### src/logic/uncore_cfg.svh
`ifndef UNCORE_CFG_SVH
`define UNCORE_CFG_SVH

// Message field widths
`define UNCORE_PADDR_W 40
`define UNCORE_DATA_W 64
`define UNCORE_NUM_REQ 3
`define UNCORE_ID_W 2

// Slots in each command and response buffer
`define UNCORE_FIFO_DEPTH 2

// Address map
`define UNCORE_DRAM_BASE 40'h00_8000_0000
`define UNCORE_DEV_LSB 20
`define UNCORE_DID_W 7
`define UNCORE_CFG_REGS 8

`endif
### src/logic/uncore_map_pkg.sv
package uncore_map_pkg;

  // Device field below the DRAM base
  typedef logic [3:0] dev_id_t;

  typedef enum dev_id_t
  {
    DEV_BOOT  = 4'd0,
    DEV_HOST  = 4'd1,
    DEV_CFG   = 4'd2,
    DEV_CLINT = 4'd3,
    DEV_CACHE = 4'd4,
    DEV_SD    = 4'd5
  } dev_e;

  typedef enum logic [1:0]
  {
    DEST_IO   = 2'd0,
    DEST_MEM  = 2'd1,
    DEST_CFG  = 2'd2,
    DEST_LOOP = 2'd3
  } dest_e;

endpackage

### src/logic/uncore_msg_pkg.sv
`include "uncore_cfg.svh"

package uncore_msg_pkg;

  typedef logic [`UNCORE_PADDR_W-1:0] paddr_t;
  typedef logic [`UNCORE_DATA_W-1:0] data_t;
  typedef logic [`UNCORE_ID_W-1:0] req_id_t;

  typedef enum logic
  {
    MSG_RD = 1'b0,
    MSG_WR = 1'b1
  } msg_op_e;

  // Command and response share one format
  typedef struct packed
  {
    msg_op_e op;
    req_id_t id;
    paddr_t addr;
    data_t data;
  } mem_msg_s;

endpackage

### src/logic/uncore_top.sv
`timescale 1ns/1ns
`include "uncore_cfg.svh"

module uncore_top
  import uncore_msg_pkg::*;
  import uncore_map_pkg::*;
  (input                                   clk_i
   , input                                 reset_i

   , input mem_msg_s [`UNCORE_NUM_REQ-1:0]  req_cmd_i
   , input [`UNCORE_NUM_REQ-1:0]            req_cmd_v_i
   , output logic [`UNCORE_NUM_REQ-1:0]     req_cmd_ready_o

   , output mem_msg_s [`UNCORE_NUM_REQ-1:0] req_resp_o
   , output logic [`UNCORE_NUM_REQ-1:0]     req_resp_v_o
   , input [`UNCORE_NUM_REQ-1:0]            req_resp_yumi_i

   , output mem_msg_s                      io_cmd_o
   , output logic                          io_cmd_v_o
   , input                                 io_cmd_ready_i
   , input mem_msg_s                       io_resp_i
   , input                                 io_resp_v_i
   , output logic                          io_resp_yumi_o

   , output mem_msg_s                      mem_cmd_o
   , output logic                          mem_cmd_v_o
   , input                                 mem_cmd_ready_i
   , input mem_msg_s                       mem_resp_i
   , input                                 mem_resp_v_i
   , output logic                          mem_resp_yumi_o
   );

  mem_msg_s [`UNCORE_NUM_REQ-1:0] cmd_head;
  logic [`UNCORE_NUM_REQ-1:0] cmd_head_v, cmd_head_yumi;
  mem_msg_s resp_buf_li;
  logic [`UNCORE_NUM_REQ-1:0] resp_buf_v_li, resp_buf_ready_lo;

  mem_msg_s cmd_sel, local_resp;
  logic local_v, local_ready, local_resp_v, local_resp_yumi;
  dest_e local_dest;

  for (genvar i = 0; i < `UNCORE_NUM_REQ; i++)
  begin : buffers
    two_fifo #(.width_p($bits(mem_msg_s))) u_cmd_fifo
      (.clk_i(clk_i), .reset_i(reset_i)
       , .data_i(req_cmd_i[i]), .v_i(req_cmd_v_i[i]), .ready_o(req_cmd_ready_o[i])
       , .data_o(cmd_head[i]), .v_o(cmd_head_v[i]), .yumi_i(cmd_head_yumi[i]));

    two_fifo #(.width_p($bits(mem_msg_s))) u_resp_fifo
      (.clk_i(clk_i), .reset_i(reset_i)
       , .data_i(resp_buf_li), .v_i(resp_buf_v_li[i]), .ready_o(resp_buf_ready_lo[i])
       , .data_o(req_resp_o[i]), .v_o(req_resp_v_o[i]), .yumi_i(req_resp_yumi_i[i]));
  end

  cmd_router u_cmd_router
    (.head_i(cmd_head), .head_v_i(cmd_head_v), .head_yumi_o(cmd_head_yumi)
     , .cmd_o(cmd_sel)
     , .io_v_o(io_cmd_v_o), .io_ready_i(io_cmd_ready_i)
     , .mem_v_o(mem_cmd_v_o), .mem_ready_i(mem_cmd_ready_i)
     , .local_v_o(local_v), .local_dest_o(local_dest), .local_ready_i(local_ready));

  // One selected command fans out to every destination
  assign io_cmd_o = cmd_sel;
  assign mem_cmd_o = cmd_sel;

  local_slave u_local_slave
    (.clk_i(clk_i), .reset_i(reset_i)
     , .cmd_i(cmd_sel), .cmd_v_i(local_v), .dest_i(local_dest), .ready_o(local_ready)
     , .resp_o(local_resp), .resp_v_o(local_resp_v), .resp_yumi_i(local_resp_yumi));

  resp_router u_resp_router
    (.local_i(local_resp), .local_v_i(local_resp_v), .local_yumi_o(local_resp_yumi)
     , .mem_i(mem_resp_i), .mem_v_i(mem_resp_v_i), .mem_yumi_o(mem_resp_yumi_o)
     , .io_i(io_resp_i), .io_v_i(io_resp_v_i), .io_yumi_o(io_resp_yumi_o)
     , .buf_o(resp_buf_li), .buf_v_o(resp_buf_v_li), .buf_ready_i(resp_buf_ready_lo));

endmodule

### src/logic/resp_router.sv
`timescale 1ns/1ns
`include "uncore_cfg.svh"

module resp_router
  import uncore_msg_pkg::*;
  (input mem_msg_s                      local_i
   , input                              local_v_i
   , output logic                       local_yumi_o

   , input mem_msg_s                    mem_i
   , input                              mem_v_i
   , output logic                       mem_yumi_o

   , input mem_msg_s                    io_i
   , input                              io_v_i
   , output logic                       io_yumi_o

   , output mem_msg_s                   buf_o
   , output logic [`UNCORE_NUM_REQ-1:0] buf_v_o
   , input [`UNCORE_NUM_REQ-1:0]        buf_ready_i
   );

  logic all_ready, any_grant;

  // Collect only when every response buffer has room
  assign all_ready = &buf_ready_i;

  assign local_yumi_o = all_ready & local_v_i;
  assign mem_yumi_o = all_ready & mem_v_i & ~local_v_i;
  assign io_yumi_o = all_ready & io_v_i & ~local_v_i & ~mem_v_i;

  assign any_grant = local_yumi_o | mem_yumi_o | io_yumi_o;

  always_comb
  begin
    if (local_v_i)
      buf_o = local_i;
    else if (mem_v_i)
      buf_o = mem_i;
    else
      buf_o = io_i;
  end

  // Steer by requester id; id 3 matches no buffer and is dropped
  always_comb
  begin
    buf_v_o = '0;
    for (int i = 0; i < `UNCORE_NUM_REQ; i++)
      buf_v_o[i] = any_grant & (buf_o.id == req_id_t'(i));
  end

endmodule

### src/logic/local_slave.sv
`timescale 1ns/1ns
`include "uncore_cfg.svh"

module local_slave
  import uncore_msg_pkg::*;
  import uncore_map_pkg::*;
  (input              clk_i
   , input            reset_i

   , input mem_msg_s  cmd_i
   , input            cmd_v_i
   , input dest_e     dest_i
   , output logic     ready_o

   , output mem_msg_s resp_o
   , output logic     resp_v_o
   , input            resp_yumi_i
   );

  localparam int idx_w_lp = $clog2(`UNCORE_CFG_REGS);

  data_t cfg_r [`UNCORE_CFG_REGS];
  mem_msg_s resp_r;
  logic resp_v_r;
  logic accept, is_cfg;
  logic [idx_w_lp-1:0] idx;

  assign ready_o = ~resp_v_r;
  assign accept = cmd_v_i & ready_o;
  assign is_cfg = (dest_i == DEST_CFG);
  assign idx = cmd_i.addr[3 +: idx_w_lp];

  always_ff @(posedge clk_i)
  begin
    if (reset_i)
    begin
      resp_v_r <= 1'b0;
      for (int i = 0; i < `UNCORE_CFG_REGS; i++)
        cfg_r[i] <= '0;
    end
    else
    begin
      if (accept)
        resp_v_r <= 1'b1;
      else if (resp_yumi_i)
        resp_v_r <= 1'b0;
      if (accept & is_cfg & (cmd_i.op == MSG_WR))
        cfg_r[idx] <= cmd_i.data;
    end
  end

  // Writes and loopback reads answer with zero data
  always_ff @(posedge clk_i)
  begin
    if (accept)
    begin
      resp_r.op <= cmd_i.op;
      resp_r.id <= cmd_i.id;
      resp_r.addr <= cmd_i.addr;
      resp_r.data <= (is_cfg & (cmd_i.op == MSG_RD)) ? cfg_r[idx] : '0;
    end
  end

  assign resp_o = resp_r;
  assign resp_v_o = resp_v_r;

endmodule

### src/logic/cmd_router.sv
`timescale 1ns/1ns
`include "uncore_cfg.svh"

module cmd_router
  import uncore_msg_pkg::*;
  import uncore_map_pkg::*;
  (input mem_msg_s [`UNCORE_NUM_REQ-1:0] head_i
   , input [`UNCORE_NUM_REQ-1:0]          head_v_i
   , output logic [`UNCORE_NUM_REQ-1:0]   head_yumi_o

   , output mem_msg_s                     cmd_o
   , output logic                         io_v_o
   , input                                io_ready_i
   , output logic                         mem_v_o
   , input                                mem_ready_i
   , output logic                         local_v_o
   , output dest_e                        local_dest_o
   , input                                local_ready_i
   );

  logic all_ready, any_grant;
  logic [$bits(mem_msg_s)-1:0] sel_bits;
  logic other_domain, is_local;
  dev_id_t dev;
  dest_e dest;

  // A stalled destination blocks every requester
  assign all_ready = io_ready_i & mem_ready_i & local_ready_i;

  // Highest index wins, so I/O beats data beats instruction
  always_comb
  begin
    head_yumi_o = '0;
    sel_bits = '0;
    for (int i = 0; i < `UNCORE_NUM_REQ; i++)
    begin
      if (all_ready & head_v_i[i])
        head_yumi_o = `UNCORE_NUM_REQ'(1) << i;
    end
    for (int i = 0; i < `UNCORE_NUM_REQ; i++)
      sel_bits = sel_bits | (head_i[i] & {$bits(mem_msg_s){head_yumi_o[i]}});
  end

  assign cmd_o = mem_msg_s'(sel_bits);
  assign any_grant = |head_yumi_o;

  assign other_domain = |cmd_o.addr[`UNCORE_PADDR_W-1 -: `UNCORE_DID_W];
  assign is_local = (cmd_o.addr < `UNCORE_DRAM_BASE);
  assign dev = cmd_o.addr[`UNCORE_DEV_LSB +: $bits(dev_id_t)];

  always_comb
  begin
    if (other_domain)
      dest = DEST_IO;
    else if (!is_local)
      dest = DEST_MEM;
    else
    begin
      case (dev)
        DEV_BOOT, DEV_HOST, DEV_SD: dest = DEST_IO;
        DEV_CACHE:                  dest = DEST_MEM;
        DEV_CFG:                    dest = DEST_CFG;
        default:                    dest = DEST_LOOP;
      endcase
    end
  end

  assign io_v_o = any_grant & (dest == DEST_IO);
  assign mem_v_o = any_grant & (dest == DEST_MEM);
  assign local_v_o = any_grant & ((dest == DEST_CFG) | (dest == DEST_LOOP));
  assign local_dest_o = dest;

endmodule

### src/logic/two_fifo.sv
`timescale 1ns/1ns
`include "uncore_cfg.svh"

module two_fifo
  #(parameter int width_p = 8)
  (input                      clk_i
   , input                    reset_i

   , input [width_p-1:0]      data_i
   , input                    v_i
   , output logic             ready_o

   , output logic [width_p-1:0] data_o
   , output logic             v_o
   , input                    yumi_i
   );

  localparam int ptr_w_lp = $clog2(`UNCORE_FIFO_DEPTH);

  logic [width_p-1:0] mem_r [`UNCORE_FIFO_DEPTH];
  logic [ptr_w_lp-1:0] wptr_r, rptr_r;
  logic full_r;
  logic enq, deq;

  assign enq = v_i & ~full_r;
  assign deq = yumi_i;

  assign ready_o = ~full_r;
  assign v_o = full_r | (wptr_r != rptr_r);
  assign data_o = mem_r[rptr_r];

  always_ff @(posedge clk_i)
  begin
    if (reset_i)
    begin
      wptr_r <= '0;
      rptr_r <= '0;
      full_r <= 1'b0;
    end
    else
    begin
      if (enq)
        wptr_r <= wptr_r + 1'b1;
      if (deq)
        rptr_r <= rptr_r + 1'b1;
      // Full only when a lone write catches up with the read pointer
      if (enq & ~deq)
        full_r <= (ptr_w_lp'(wptr_r + 1'b1) == rptr_r);
      else if (deq & ~enq)
        full_r <= 1'b0;
    end
  end

  always_ff @(posedge clk_i)
  begin
    if (enq)
      mem_r[wptr_r] <= data_i;
  end

endmodule

### config.mk
export PLATFORM = sky130hd
export DESIGN_NAME = uncore_top
export DESIGN_NICKNAME = d
export VERILOG_FILES = /design/src/logic/uncore_map_pkg.sv /design/src/logic/uncore_msg_pkg.sv /design/src/logic/uncore_top.sv /design/src/logic/resp_router.sv /design/src/logic/local_slave.sv /design/src/logic/cmd_router.sv /design/src/logic/two_fifo.sv
export VERILOG_INCLUDE_DIRS = /design/src /design/src/logic
export SDC_FILE = /design/constraint.sdc
export NUM_CORES = 2
export LEC_CHECK = 0
export ABC_AREA = 1
export BUFFER_PORTS_ARGS = -buffer_cell sky130_fd_sc_hd__buf_4
export CAP_MARGIN = 20
export CORE_AREA = 2 2 423 425
export DETAILED_ROUTE_END_ITERATION = 16
export DIE_AREA = 0 0 425 427
export PLACE_DENSITY_LB_ADDON = 0.05
export SYNTH_ARGS = -nofsm -noshare
export SYNTH_HDL_FRONTEND = slang
export SYNTH_SLANG_ARGS = --single-unit
### constraint.sdc
create_clock -name clk_i -period 13.1 [get_ports clk_i]
set_input_delay 1.31 -clock clk_i [delete_from_list [all_inputs] [get_ports clk_i]]
set_output_delay 1.31 -clock clk_i [all_outputs]
set_load 0.01 [all_outputs]
======== Word-level counts from Yosys, hierarchy flattened ========
Memory sizes are Yosys's and may differ from the RTL's. A register that Yosys moved wholly into a read port is not among the register bits.
Cells that the tools add are included.
operators by class
  bitwise gates (word level) .............. 74
  reductions and logical operators ........ 16
  add/subtract/negate cells ............... 12
  mux-type cells .......................... 54
  eq/ne operators ......................... 21
  $lt $le $gt $ge ......................... 1
operators with widths
  cell                                                          number
  bitwise AND 107 bit                                           3
  two-way mux 107 bit                                           2
  OR 107 bit                                                    2
  two-way mux 64 bit                                            1
  OR reduction 64 bit                                           1
  two-way mux 1 bit                                             45
  less-than comparator 40 x 32 -> 1 bit, second input constant  1
  bitwise AND 1 bit                                             39
  NOT 1 bit                                                     21
  nonzero test 2 bit                                            7
  adder 1 bit, second input constant                            12
  two-way mux 3 bit                                             3
  OR 1 bit                                                      9
  equality test 4 x 3 -> 1 bit, second input constant           2
  OR reduction 7 bit                                            1
  equality test 1 bit                                           6
  equality test 2 bit, second input constant                    3
  inequality test 1 bit                                         6
  case mux 2 bit (3 select lines)                               1
  OR reduction 3 bit                                            2
  equality test 2 x 1 -> 1 bit, second input constant           2
  equality test 4 x 1 -> 1 bit, second input constant           1
  equality test 4 x 2 -> 1 bit, second input constant           1
  zero test 2 bit                                               2
  other kinds (4)                                               5
word-level totals
  word-level logic and storage cells ...... 207
  register bits after elaboration ......... 62
  RAM bits ................................ 1796
  memories ................................ 7
memories
  name                          depth  width  rd ports  clocked after Yosys merged registers in  wr ports  RTL line           text
  u_local_slave.cfg_r           8      64     1         1                                        8         local_slave.sv:22  data_t cfg_r [`UNCORE_CFG_REGS];
  buffers[0].u_cmd_fifo.mem_r   2      107    1         1                                        1         two_fifo.sv:20     logic [width_p-1:0] mem_r [`UNCORE_FIFO_DEPTH];
  buffers[0].u_resp_fifo.mem_r  2      107    1         1                                        1         two_fifo.sv:20
  buffers[1].u_cmd_fifo.mem_r   2      107    1         1                                        1         two_fifo.sv:20
  buffers[1].u_resp_fifo.mem_r  2      107    1         1                                        1         two_fifo.sv:20
  buffers[2].u_cmd_fifo.mem_r   2      107    1         1                                        1         two_fifo.sv:20
  1 more memories               --     --     --        --                                       --        --

======== Logic depth before layout (Yosys ltp) ========
  depth in word-level cells ............... 25
  gate-level depth with buffers ........... 18

======== By module ========
A second synthesis with hierarchy kept.
unflattened totals
  cell total of the unflattened synthesis .. 6203
  area, all modules ....................... 81364.3 µm²
by module, submodules not included
  module       area an instance (µm²)  seq. area each (µm²)  cells each  times used
  two_fifo     8022.7                  6506.2                361         6
  local_slave  28080.7                 18607.8               2915        1
  cmd_router   2309.7                  0.0                   532         1
  resp_router  2034.5                  0.0                   483         1
  uncore_top   803.3                   0.0                   107         1

======== Worst setup path after synthesis ========
Ideal clock, no wire load.
  kind .................................... input to register
  start ................................... input mem_resp_v_i
  end ..................................... memory buffers[1].u_resp_fifo.mem_r[0][0] in the netlist's numbering (enable)
  arrival time ............................ 6.830 ns
  setup time .............................. 0.574 ns
  stages .................................. 7
  path buffers ............................ 0
  slack ................................... 5.696 ns
  cells stage by stage .................... nor2_1 -> nand2_1 -> nor2_1 -> nor2_1 -> nor3_1 -> inv_1 -> nor2_1
on the way
  elaborated cells between the ends (all ways) .. 13
RTL lines
  element                                  RTL line           text
  start: declaration                       uncore_top.sv:29   , input mem_resp_v_i
  NOT 1 bit                                resp_router.sv:30  assign io_yumi_o = all_ready & io_v_i & ~local_v_i & ~mem_v_i;
  bitwise AND 1 bit                        resp_router.sv:30
  named net io_resp_yumi_o                 uncore_top.sv:23   , output logic io_resp_yumi_o
  OR 1 bit                                 resp_router.sv:32  assign any_grant = local_yumi_o | mem_yumi_o | io_yumi_o;
  bitwise AND 1 bit                        resp_router.sv:49  buf_v_o[i] = any_grant & (buf_o.id == req_id_t'(i));
  bitwise AND 1 bit                        two_fifo.sv:25     assign enq = v_i & ~full_r;
  named net buffers[1].u_resp_fifo.enq     two_fifo.sv:23     logic enq, deq;
  two-way mux 1 bit                        two_fifo.sv:56     if (enq)
  two-way mux 1 bit (not written as such)  two_fifo.sv:57     mem_r[wptr_r] <= data_i;
  end: declaration                         two_fifo.sv:20
The timed path passes the listed nets, and every way through them passes these cells.

==> flow_summary_export.csv <==
group,metric,value,unit
timing,finalHoldViolCount,0,
clock_tree,cts_root_buf,"clkbuf_16",
synthesis,ys_ff_latch,1928,
clock_tree,clk_path_buf_depth,3,
critical_path,cp_max_fo,187,
synthesis,synth_nets,6697,
route,wl_met2,119,mm
route,drc_errors,0,
route,routed_via_density,5.32,
clock_tree,insertion_delay,0.83,ns
route,routed.top_layer,"met5",
synthesis,avgSynthCellArea,12.7,um^2
critical_path,startpoint_type,"input port",
global_route,grt_max_degree,188,
power,power.leakage,35.6,nW
worst_hold_path,hp-class,"register to register",
power,p_per_area,156,nW/um^2
global_route,grt-ovfl-total,0,
route,met1_length,113,mm
critical_path,cp-end-kind,"register",
worst_hold_path,hold_start,"buffers[1].u_resp_fifo.full_r",
critical_path,path_class,"input port to register",
die,die_height,427,um
die,dieWidth,425,um
cells_and_area,areaGrowthSynthToFinish,20.7,%
clock_tree,post-cts-setup-buffer-count,0,
route,dr.pass1.iters,6,
cells_and_area,layout.nets,7655,
placement,port-buffer-count,1091,
clock_tree,cts_tree,"yes",
timing,final.period_utilization,0.469,
timing,slew_viol_final,0,
route,wl_per_cell,26.6,um
timing,hold_ws,0.515,ns
global_route,antenna_found_initial,42,
route,num_vias,51300,
placement,place_area,87900,um^2
timing,max-slew-margin-rel,0.246,
clock_tree,post_cts_resized,0,
clock_tree,cts_made_buffers,203,
worst_hold_path,hold_depth,2,
critical_path,r2r_slack,7.01,ns
synthesis,yosys_warnings,0,
die,core.rowCount,155,
timing,worst_pin_slew,1.13,ns
critical_path,cp-startpoint,"mem_cmd_ready_i",
route,drt_iter0_markers,4555,
timing,setup_violations,0,
timing,tns,0,ns
global_route,grt_pass1_vias,48400,
clock_tree,holdBufCountCts,0,
synthesis,yosysSeqAreaShare,0.737,
route,ant_nets,0,
critical_path,r2r-end,"u_local_slave.cfg_r[1][44]",
clock_tree,h-tree-depth,4,
timing,skew,0.0279,ns
job,drv_cap,0,
placement,dp_hpwl,166,mm
worst_hold_path,hold_end,"buffers[1].u_resp_fifo.full_r",
die,start_util,0.442,
critical_path,rr_worst_depth,10,
cells_and_area,finalInstanceArea,94500,um^2
synthesis,synth.distinct_cells,33,
critical_path,crit_required,13.54,ns
die,core_area,177000,um^2
run_status,status,"finished clean",
critical_path,arrival,6.59,ns
placement,place.gp.congestion,0.884,
synthesis,netlist_instances,6144,
clock_tree,clock_sinks,1928,
route,wl_met3,18.9,mm
timing,fin_crit,6.14,ns
critical_path,r2r_start,"u_local_slave.resp_v_o",
cells_and_area,drive_above_1_share,0.258,
synthesis,synthesis.area,78300,um^2
die,num_io_pins,1092,
timing,rsz0062_at_grt,"no",
timing,fmax,163,MHz
die,dieArea,181000,um^2
global_route,grt_pass1_wl,360,mm
clock_tree,clkTransAtPathRegs,0.06,ns
route,totalWireLength,257,mm
global_route,grt_usage,0.277,
power,vdd_drop_max,142,uV
-- cells by family after synthesis --
| kind of cell | Yosys count | synth area share |
|---|---|---|
| and+or+nand+nor | 2648 | 0.133 |
| AOI/OAI and AO/OA | 634 | 0.0427 |
| muxes | 321 | 0.0462 |
| xor gates and xnor gates | 6 | 0.000671 |
| buffers and inverters | 601 | 0.0402 |
| DFF | 1928 | 0.737 |
| adders and majority gates | 6 | 0.000959 |
-- stage by stage --
step	util	setup slack [ns]	instances	power, mW
after floorplan	-	5.70	6144	8.29
after global routing	0.533	6.50	9645	15.2
after CTS	0.533	6.64	9627	14.8
after global placement	0.496	5.81	9245	9.16
after detailed placement	0.496	5.73	9252	9.18
final	0.533	6.96	9650	14.7
-- layout make-up --
cell class | instances | area [um^2]
inverter | 153 | 594
tap | 2355 | 2950
clock buffer | 264 | 5470
antenna | 23 | 57.6
fill | 15300 | 82800
clock inverter | 111 | 1010
multi-input combinational | 3615 | 17700
timing repair buffer | 1201 | 9040
sequential | 1928 | 57700
-- state kept, by name (all words and copies together), names as in the netlist, named ones only --
signal,count
buffers.u_resp_fifo.rptr_r,3
buffers.u_resp_fifo.wptr_r,3
buffers.u_cmd_fifo.mem_r,642
buffers.u_resp_fifo.mem_r,642
buffers.u_resp_fifo.full_r,3
buffers.u_cmd_fifo.wptr_r,3
buffers.u_cmd_fifo.full_r,3
u_local_slave.cfg_r,512
buffers.u_cmd_fifo.rptr_r,3
u_local_slave.resp_o,107
u_local_slave.resp_v_o,1
-- Yosys cell counts (all sizes together) --
cell,number,area share
edfxtp,1903,0.73
nand2,1836,0.088
nor2,577,0.028
a21oi,498,0.032
mux2,321,0.046
buf,251,0.023
clkbuf,197,0.0094
nand3,153,0.010
inv,152,0.0073
o21ai,69,0.0044
o21bai,64,0.0061
nor3,49,0.0031
or3,26,0.0021
dfxtp,25,0.0064
ha,6,0.00096
xnor2,6,0.00067
or2,3,0.00024
a221oi,2,0.00022
nand4,2,0.00035
and2,1,0.000080
clkinv,1,0.000048
o31ai,1,0.000096
or3b,1,0.00011
-- cells in the final DEF, fill, tap and decap left out, drive strengths merged --
cell type / instances
a21oi: 498
a221oi: 2
and2: 1
buf: 1201
bufinv: 18
clkbuf: 264
clkinv: 86
clkinvlp: 3
dfxtp: 25
diode: 23
edfxtp: 1903
ha: 6
inv: 157
mux2: 321
nand2: 1836
nand3: 153
nand4: 2
nor2: 577
nor3: 49
o21ai: 69
o21bai: 64
o31ai: 1
or2: 3
or3: 26
or3b: 1
xnor2: 6
-- worst max path at each step --
stage                                          to  slack, ns  cells after the start
2_1_floorplan  buffers[1].u_resp_fifo.mem_r[0][0]       5.70                      7
3_3_place_gp           u_local_slave.cfg_r[1][43]       5.81                     12
3_5_place_dp           u_local_slave.cfg_r[1][19]       5.73                     12
4_1_cts                u_local_slave.cfg_r[1][23]       6.64                     10
5_1_grt                u_local_slave.cfg_r[1][46]       6.50                     10
6_report               u_local_slave.cfg_r[1][44]       6.96                     12
-- worst max-delay path, stage by stage --
cell and delay [ns]:
buf_4 0.08, nand2_1 0.11, nor2_2 0.40, nand2_4 0.34
inv_2 0.80, nand2_1 0.22, nand3_4 0.15, buf_12 0.55
inv_6 0.51, nor2_4 0.34, nand2_2 0.59, nand2_4 1.07
-- report_power, final --
part           switching (mW)  internal, mW
logic                    1.13         0.598
registers               0.118          7.20
clock network            2.38          3.28
-- metal layers --
metal,GRT usage,up-vias
met3,0.0549,309
met5,0,-
met4,0.0714,34
met1,0.399,25900
met2,0.430,1927
li1,-,23200
Power figures use the tool's default switching activity.
